**src/hw/sine_quarter.hex**
```
// quarter-wave sine, one signed 16-bit word per line, table index 0 to 63
0000
0324
0648
096A
0C8C
0FAB
12C8
15E2
18F9
1C0B
1F1A
2223
2528
2826
2B1F
2E11
30FB
33DE
36BA
398C
3C56
3F17
41CE
447A
471C
49B3
4C3F
4EBF
5133
539A
55F5
5842
5A82
5CB3
5ED7
60EB
62F1
64E7
66CE
68A6
6A6D
6C23
6DC9
6F5E
70E2
7254
73B5
7504
7641
776B
7884
7989
7A7C
7B5C
7C29
7CE3
7D89
7E1D
7E9C
7F09
7F61
7FA6
7FD8
7FF5

```
**src/hw/apu_regs_pkg.sv**
```systemverilog
`default_nettype none

package apu_regs_pkg;

    // byte address on the bus, bits 3:2 select the register word
    typedef logic [3:0] wb_addr_t;

    typedef logic [31:0] wb_data_t;

    // word offset inside the register block
    typedef logic [1:0] reg_word_t;

    localparam reg_word_t REG_CTRL   = 2'd0;
    localparam reg_word_t REG_STEP   = 2'd1;
    localparam reg_word_t REG_GAIN   = 2'd2;
    // read only, returns the last output sample
    localparam reg_word_t REG_SAMPLE = 2'd3;

    // bit positions inside REG_CTRL
    localparam int CTRL_ENABLE_BIT = 0;
    localparam int CTRL_START_BIT  = 1;

endpackage : apu_regs_pkg

`default_nettype wire

```
**src/hw/apu_pkg.sv**
```systemverilog
`default_nettype none

package apu_pkg;

    // signed PCM sample as it leaves the oscillator and the gain stage
    typedef logic signed [15:0] pcm_t;

    // phase increment per enabled clock, sets the tone frequency
    typedef logic [31:0] phase_step_t;

    // bit 32 flags the carry or borrow that closes a quarter period
    typedef logic [32:0] phase_acc_t;

    // unsigned gain, 0x8000 is unity
    typedef logic [15:0] gain_t;

    // full product of a signed sample and a zero-extended gain
    typedef logic signed [32:0] gain_prod_t;

    // product is scaled back by this many bits so that 0x8000 gives unity
    localparam int GAIN_SHIFT = 15;

    // the table holds one quarter period, so the FSM tracks which quarter we are in
    typedef enum logic [1:0] {
        FIRST_QUARTER,
        SECOND_QUARTER,
        THIRD_QUARTER,
        FOURTH_QUARTER
    } quadrant_t;

    localparam int DEFAULT_TABLE_ADDR_W = 6;

endpackage : apu_pkg

`default_nettype wire
```
**src/hw/osc_ctrl_if.sv**
```systemverilog
`default_nettype none

interface osc_ctrl_if;

    logic                 enable;
    // single-cycle pulse, restarts the phase from zero
    logic                 start;
    apu_pkg::phase_step_t inc_step;
    apu_pkg::gain_t       gain;

    // register block owns every setting
    modport regs (
        output enable,
        output start,
        output inc_step,
        output gain
    );

    modport osc (
        input enable,
        input start,
        input inc_step
    );

    // the gain stage only needs the level and the enable
    modport amp (
        input enable,
        input gain
    );

endinterface : osc_ctrl_if

`default_nettype wire

```
**src/hw/apu_sine_top.sv**
```systemverilog
`default_nettype none

module apu_sine_top #(
    parameter int TABLE_ADDR_W = apu_pkg::DEFAULT_TABLE_ADDR_W
) (
    input  logic                   clk_i,
    input  logic                   rst_i,

    input  logic                   wb_cyc_i,
    input  logic                   wb_stb_i,
    input  logic                   wb_we_i,
    input  apu_regs_pkg::wb_addr_t wb_adr_i,
    input  apu_regs_pkg::wb_data_t wb_dat_i,
    output apu_regs_pkg::wb_data_t wb_dat_o,
    output logic                   wb_ack_o,

    output apu_pkg::pcm_t          pcm_o
);

    // oscillator settings shared by the three blocks
    osc_ctrl_if ctrl_if ();

    // raw table sample before the gain is applied
    apu_pkg::pcm_t raw_sample;

    apu_wb_regs u_regs (
        .clk_i    (clk_i),
        .rst_i    (rst_i),
        .wb_cyc_i (wb_cyc_i),
        .wb_stb_i (wb_stb_i),
        .wb_we_i  (wb_we_i),
        .wb_adr_i (wb_adr_i),
        .wb_dat_i (wb_dat_i),
        .wb_dat_o (wb_dat_o),
        .wb_ack_o (wb_ack_o),
        .sample_i (pcm_o),
        .ctrl     (ctrl_if.regs)
    );

    sine_wave_generator #(
        .TABLE_ADDR_W (TABLE_ADDR_W)
    ) u_osc (
        .clk_i    (clk_i),
        .rst_i    (rst_i),
        .ctrl     (ctrl_if.osc),
        .sample_o (raw_sample)
    );

    pcm_gain_stage u_gain (
        .clk_i    (clk_i),
        .rst_i    (rst_i),
        .ctrl     (ctrl_if.amp),
        .sample_i (raw_sample),
        .pcm_o    (pcm_o)
    );

endmodule : apu_sine_top

`default_nettype wire

```
**src/hw/pcm_gain_stage.sv**
```systemverilog
`default_nettype none

module pcm_gain_stage (
    input  logic          clk_i,
    input  logic          rst_i,

    osc_ctrl_if.amp       ctrl,

    input  apu_pkg::pcm_t sample_i,
    output apu_pkg::pcm_t pcm_o
);

    apu_pkg::gain_prod_t product;
    apu_pkg::gain_prod_t scaled;

    // the gain is unsigned, so it gets a zero sign bit before the signed multiply
    assign product = sample_i * $signed({1'b0, ctrl.gain});

    // 0x8000 maps back to the input level after the shift
    assign scaled = product >>> apu_pkg::GAIN_SHIFT;

    always_ff @(posedge clk_i) begin
        if (rst_i || !ctrl.enable) begin
            pcm_o <= '0;
        end else begin
            // gains above unity can wrap here, the top bits are simply dropped
            pcm_o <= scaled[15:0];
        end
    end

endmodule : pcm_gain_stage

`default_nettype wire

```
**src/hw/sine_wave_generator.sv**
```systemverilog
`default_nettype none

module sine_wave_generator #(
    parameter int TABLE_ADDR_W = apu_pkg::DEFAULT_TABLE_ADDR_W
) (
    input  logic          clk_i,
    input  logic          rst_i,

    osc_ctrl_if.osc       ctrl,

    output apu_pkg::pcm_t sample_o
);

    localparam int TABLE_DEPTH = 1 << TABLE_ADDR_W;

    // quarter-wave ROM, one word per table step from zero up to the peak
    apu_pkg::pcm_t sine_table [TABLE_DEPTH];

    initial begin
        $readmemh("/design/src/hw/sine_quarter.hex", sine_table);
    end

    apu_pkg::phase_acc_t       phase_q;
    apu_pkg::phase_acc_t       phase_d;
    apu_pkg::phase_acc_t       phase_add;
    apu_pkg::phase_acc_t       phase_sub;
    apu_pkg::quadrant_t        quadrant_q;
    apu_pkg::quadrant_t        quadrant_d;

    logic [TABLE_ADDR_W-1:0]   table_idx;
    apu_pkg::pcm_t             table_word;
    logic                      negative_half;

    assign phase_add = phase_q + {1'b0, ctrl.inc_step};
    assign phase_sub = phase_q - {1'b0, ctrl.inc_step};

    // the phase walks the table up in odd quarters and back down in even ones
    // when a step would run past either end, the quarter ends and the step turns around
    always_comb begin
        phase_d    = phase_q;
        quadrant_d = quadrant_q;

        case (quadrant_q)
            apu_pkg::FIRST_QUARTER: begin
                if (phase_add[32]) begin
                    quadrant_d = apu_pkg::SECOND_QUARTER;
                    phase_d    = phase_sub;
                end else begin
                    phase_d = phase_add;
                end
            end
            apu_pkg::SECOND_QUARTER: begin
                if (phase_sub[32]) begin
                    quadrant_d = apu_pkg::THIRD_QUARTER;
                    phase_d    = phase_add;
                end else begin
                    phase_d = phase_sub;
                end
            end
            apu_pkg::THIRD_QUARTER: begin
                if (phase_add[32]) begin
                    quadrant_d = apu_pkg::FOURTH_QUARTER;
                    phase_d    = phase_sub;
                end else begin
                    phase_d = phase_add;
                end
            end
            apu_pkg::FOURTH_QUARTER: begin
                if (phase_sub[32]) begin
                    quadrant_d = apu_pkg::FIRST_QUARTER;
                    phase_d    = phase_add;
                end else begin
                    phase_d = phase_sub;
                end
            end
            default: begin
                quadrant_d = apu_pkg::FIRST_QUARTER;
                phase_d    = '0;
            end
        endcase
    end

    always_ff @(posedge clk_i) begin
        if (rst_i || ctrl.start) begin
            phase_q    <= '0;
            quadrant_q <= apu_pkg::FIRST_QUARTER;
        end else if (ctrl.enable) begin
            phase_q    <= phase_d;
            quadrant_q <= quadrant_d;
        end
    end

    assign table_idx  = phase_q[31 -: TABLE_ADDR_W];
    assign table_word = sine_table[table_idx];

    // the second half period is the first one mirrored below zero
    assign negative_half = (quadrant_q == apu_pkg::THIRD_QUARTER)
                           || (quadrant_q == apu_pkg::FOURTH_QUARTER);

    // sample follows the phase one cycle late
    always_ff @(posedge clk_i) begin
        if (rst_i || !ctrl.enable) begin
            sample_o <= '0;
        end else if (negative_half) begin
            sample_o <= ~table_word;
        end else begin
            sample_o <= table_word;
        end
    end

endmodule : sine_wave_generator

`default_nettype wire

```
**src/hw/apu_wb_regs.sv**
```systemverilog
`default_nettype none

module apu_wb_regs (
    input  logic                   clk_i,
    input  logic                   rst_i,

    input  logic                   wb_cyc_i,
    input  logic                   wb_stb_i,
    input  logic                   wb_we_i,
    input  apu_regs_pkg::wb_addr_t wb_adr_i,
    input  apu_regs_pkg::wb_data_t wb_dat_i,
    output apu_regs_pkg::wb_data_t wb_dat_o,
    output logic                   wb_ack_o,

    input  apu_pkg::pcm_t          sample_i,

    osc_ctrl_if.regs               ctrl
);

    apu_regs_pkg::reg_word_t word_sel;
    logic                    req;
    logic                    wr;

    logic                    enable_q;
    apu_pkg::phase_step_t    step_q;
    apu_pkg::gain_t          gain_q;

    assign word_sel = wb_adr_i[3:2];

    // a new access is accepted only while ack is low, so ack can never last two cycles
    assign req = wb_cyc_i & wb_stb_i & ~wb_ack_o;
    assign wr  = req & wb_we_i;

    always_ff @(posedge clk_i) begin
        if (rst_i) begin
            wb_ack_o <= 1'b0;
            enable_q <= 1'b0;
            step_q   <= '0;
            gain_q   <= '0;
        end else begin
            wb_ack_o <= req;

            // the write lands on the same edge that raises ack
            if (wr) begin
                case (word_sel)
                    apu_regs_pkg::REG_CTRL: begin
                        enable_q <= wb_dat_i[apu_regs_pkg::CTRL_ENABLE_BIT];
                    end
                    apu_regs_pkg::REG_STEP: begin
                        step_q <= wb_dat_i;
                    end
                    apu_regs_pkg::REG_GAIN: begin
                        gain_q <= wb_dat_i[15:0];
                    end
                    default: begin
                        // the sample register ignores writes
                    end
                endcase
            end
        end
    end

    // start is never stored, it is decoded straight from the accepted CTRL write
    // so the oscillator clears its phase on the ack edge itself
    assign ctrl.start = wr && (word_sel == apu_regs_pkg::REG_CTRL)
                        && wb_dat_i[apu_regs_pkg::CTRL_START_BIT];

    assign ctrl.enable   = enable_q;
    assign ctrl.inc_step = step_q;
    assign ctrl.gain     = gain_q;

    // the master holds the address through the ack cycle, so the mux can stay combinational
    always_comb begin
        wb_dat_o = '0;
        case (word_sel)
            apu_regs_pkg::REG_CTRL: begin
                wb_dat_o[apu_regs_pkg::CTRL_ENABLE_BIT] = enable_q;
            end
            apu_regs_pkg::REG_STEP: begin
                wb_dat_o = step_q;
            end
            apu_regs_pkg::REG_GAIN: begin
                wb_dat_o = {16'h0000, gain_q};
            end
            apu_regs_pkg::REG_SAMPLE: begin
                wb_dat_o = {{16{sample_i[15]}}, sample_i};
            end
            default: begin
                wb_dat_o = '0;
            end
        endcase
    end

endmodule : apu_wb_regs

`default_nettype wire

```
**config.mk**
```make
export PLATFORM = sky130hd
export DESIGN_NAME = apu_sine_top
export DESIGN_NICKNAME = d
export VERILOG_FILES = /design/src/hw/apu_regs_pkg.sv /design/src/hw/apu_pkg.sv /design/src/hw/osc_ctrl_if.sv /design/src/hw/apu_sine_top.sv /design/src/hw/pcm_gain_stage.sv /design/src/hw/sine_wave_generator.sv /design/src/hw/apu_wb_regs.sv
export SDC_FILE = /design/constraint.sdc
export NUM_CORES = 1
export LEC_CHECK = 0
export BUFFER_PORTS_ARGS = -buffer_cell sky130_fd_sc_hd__buf_2
export CAP_MARGIN = 20
export CORE_AREA = 5 5 78 80
export CTS_CLUSTER_DIAMETER = 40
export DETAILED_ROUTE_END_ITERATION = 7
export DIE_AREA = 0 0 83 85
export GPL_ROUTABILITY_DRIVEN = 0
export HOLD_SLACK_MARGIN = 0.15
export PLACE_DENSITY = 0.77
export REMOVE_ABC_BUFFERS = 1
export SETUP_SLACK_MARGIN = 0.02
export SYNTH_ARGS = -nofsm -noshare
export SYNTH_HDL_FRONTEND = slang
export SYNTH_SLANG_ARGS = --single-unit
export TNS_END_PERCENT = 30
```
**constraint.sdc**
```tcl
create_clock -name clk_i -period 1.5 [get_ports clk_i]
set_clock_uncertainty 0.05 [all_clocks]
set_input_delay 0.15 -clock clk_i [delete_from_list [all_inputs] [get_ports clk_i]]
set_output_delay 0.15 -clock clk_i [all_outputs]
set_load 0.01 [all_outputs]
```
==> reports/summary.txt <==
Maximum vdd ir drop = 0.432 mV
Element type at the critical path end = register
Adder-cell share of the synthesized area = 0
Slowest-stage cell, CP = dfxtp_1
RSZ-0062 raised after global routing = yes
Die Area = 7060 um2
Crit Path Class = register to register
Pwr dens = 734 nW/um2
Fin crit period = 1400 ps
Unique masters post-synth = 23
Drt drc = 0
Layout cells sized above 1 = 0.304
Dpl hpwl = 3600 um
HP Class = input port to register
Slew Viols, Final = 0
Outcome = completed
DRT Pass-1 Iters = 4
Commonest non-fill, non-tap cell in the layout = buf_2
Post-synth top area cell = dfxtp_1
Family with the most delay on the worst path = simple AND/OR/NAND/NOR gates
Largest net degree at the start of global routing = 46
Util after Layout = 0.636
Compound-Gate Fraction of Synth Area = 0.149
Flops & latches, synth = 50
Routed WL = 5750 um
Buf+Inv Stages, Crit Path = 1
Simple-Gate Fraction of Synth Area = 0.219
Initial drt markers = 65
Main combinational cell family by area after synthesis = simple AND/OR/NAND/NOR gates
CTS Buffer Depth = 2
Max FO, Critical Path = 9
Final Setup Violations = 0
Antenna Cells = 0
TritonCTS clock tree = done
Max capacitance violation total = 0
Drt wl/cell = 13.1 um
Switching Fraction = 0.238
Die Wd = 83 um
Area growth from synthesis to layout = 34.2%
XOR/XNOR Fraction of Synth Area = 0
YS warnings = 0
Global-route wire length before repair = 9400 um
Gr ovfl total = 0
Vias in the first global route = 2,049
Startpoint Class = register
Setup bufs post-CTS = 0
Core area = 5340 um2
Logic pwr share = 0.135
FP Rows = 27
Cell Chain, Critical Path = and4b_2 > buf_6 > and2_2 > mux2i_1
Initial core utilization = 0.474
Switching power = 593 uW
IO Pins = 90
CTS buffer count = 5
Static leakage = 0.00156 uW
Top-area cell type share of the netlist area = 0.396
Required @ worst endpoint = 1680 ps
Worst skew pair latency = 290 ps
P_int = 1900 uW
Sequential share of the synthesized area = 0.396
Final period utilization = 0.935
Via count = 2,077
GR Util All Layers = 0.160
FMAX = 713 MHz
Hold Path Stages = 3
Crit path arrival time = 1580 ps
Mapped Area = 2530 um2
Commonest non-fill, non-tap cells in the layout = buf_2 (71), dfxtp_1 (50), nand2b_1 (49)
Via density = 4.72
Initial antenna violation count = 0
Sink Count = 50
Reg2Reg Depth = 4
IO buf count = 71
Finished Layout Cells = 440
Critical Path Stages = 4
Nets = 408
Die height = 85 um
Crit path largest cell delay = 330 ps
Total Power = 2490 uW
Clock H-tree levels = 2
Clock slew at reported path FFs = 90 ps
Dpl cells = 395
Clock Power Share = 0.323
Synthesized area per cell = 9.55 um2
Hold Vio Cnt, Final = 0
Antenna Nets Post-Route = 0
Mux cell area share after synthesis = 0.135
Synth Instances = 265
Synth area leaders = dfxtp_1 (40%), mux2i_1 (13%), nand2b_1 (12%), a21bo_2 (6.3%), buf_4 (5.3%)
Sequential power share = 0.542
CTS Root Cell = clkbuf_8
-- synth_stat cells --
master	n
nor3_1	1
and2_1	17
a21bo_2	16
clkbuf_1	10
o21ai_0	1
buf_8	1
and2_4	1
nor3b_1	1
nand3_1	16
buf_2	8
a22o_1	15
conb_1	1
mux2i_1	34
buf_6	2
nand2b_1	49
buf_4	18
nand2_2	1
nand2_1	3
nor2b_1	2
dfxtp_1	50
buf_1	1
and4b_1	1
a21oi_1	16
-- stage by stage --
stage | hold slack, ps | cell area (um2) | setup TNS (ps) | setup slack [ps]
floorplan | 169 | 2330 | -88440 | -1740
global placement | 335 | 2930 | 0 | 134
detailed placement | 342 | 2930 | 0 | 98.3
CTS | 184 | 3380 | 0 | 72.4
global route | 210 | 3390 | 0 | 16.8
finish | 200 | 3390 | 0 | 97.9
-- cells by family after synthesis --
kind of cell,after synthesis
AOI/OAI and AO/OA,48
buffers and inverters,40
DFF,50
muxes,34
other,1
and+or+nand+nor,92
-- worst paths after layout --
check                                   from  slack (ps)                                    end
hold / removal                         rst_i         200  u_regs.ctrl.inc_step[30]$_SDFFE_PP0P_
setup reg to reg  u_regs.wb_ack_o$_SDFF_PP0_         100      u_regs.ctrl.gain[10]$_SDFFE_PP0P_
hold reg to reg   u_regs.wb_ack_o$_SDFF_PP0_         410             u_regs.wb_ack_o$_SDFF_PP0_
setup / recovery  u_regs.wb_ack_o$_SDFF_PP0_         100      u_regs.ctrl.gain[10]$_SDFFE_PP0P_
-- cell type report --
type | count | area (um2)
multi-input combinational | 191 | 1350
fill | 446 | 1940
timing repair buffer | 119 | 863
clock inverter | 1 | 5.00
clock buffer | 7 | 86.3
tap | 72 | 90.1
sequential | 50 | 1000
-- routing by layer --
layer / GRT usage / share of wire / wire length (um) / vias to the layer above
met2: 0.271 / 0.49 / 2810 / 59
met3: 0.0456 / 0.059 / 338 / 6
met5: 0 / 0 / 0 / -
met4: 0.0520 / 0.0071 / 41 / 0
li1: - / - / - / 1068
met1: 0.195 / 0.45 / 2560 / 944
-- worst reg2reg max path, stage by stage, from the launching register on --
cell,delay (ps)
dfxtp_1,330
and4b_2,310
buf_6,150
and2_2,290
mux2i_1,210
-- state kept, by name, summed over array words and instances, names as in the netlist --
name,flops
u_regs.ctrl.inc_step,32
u_regs.ctrl.gain,16
u_regs.ctrl.enable,1
u_regs.wb_ack_o,1
-- power groups by stage --
stage / logic [uW] / clock network [uW] / registers [uW]
after floorplan: 121 / 0 / 1380
after global placement: 253 / 0 / 1380
after detailed placement: 256 / 0 / 1380
after CTS: 328 / 832 / 1350
after global routing: 368 / 901 / 1350
final: 337 / 805 / 1350
-- timing repair --
item,in CTS,in global routing
gates resized for setup,0,4
endpoints found under the setup margin,0,16
hold buffers,36,0
endpoints found under the hold margin,50,0
No activity file was read; power rests on OpenSTA's default activity.
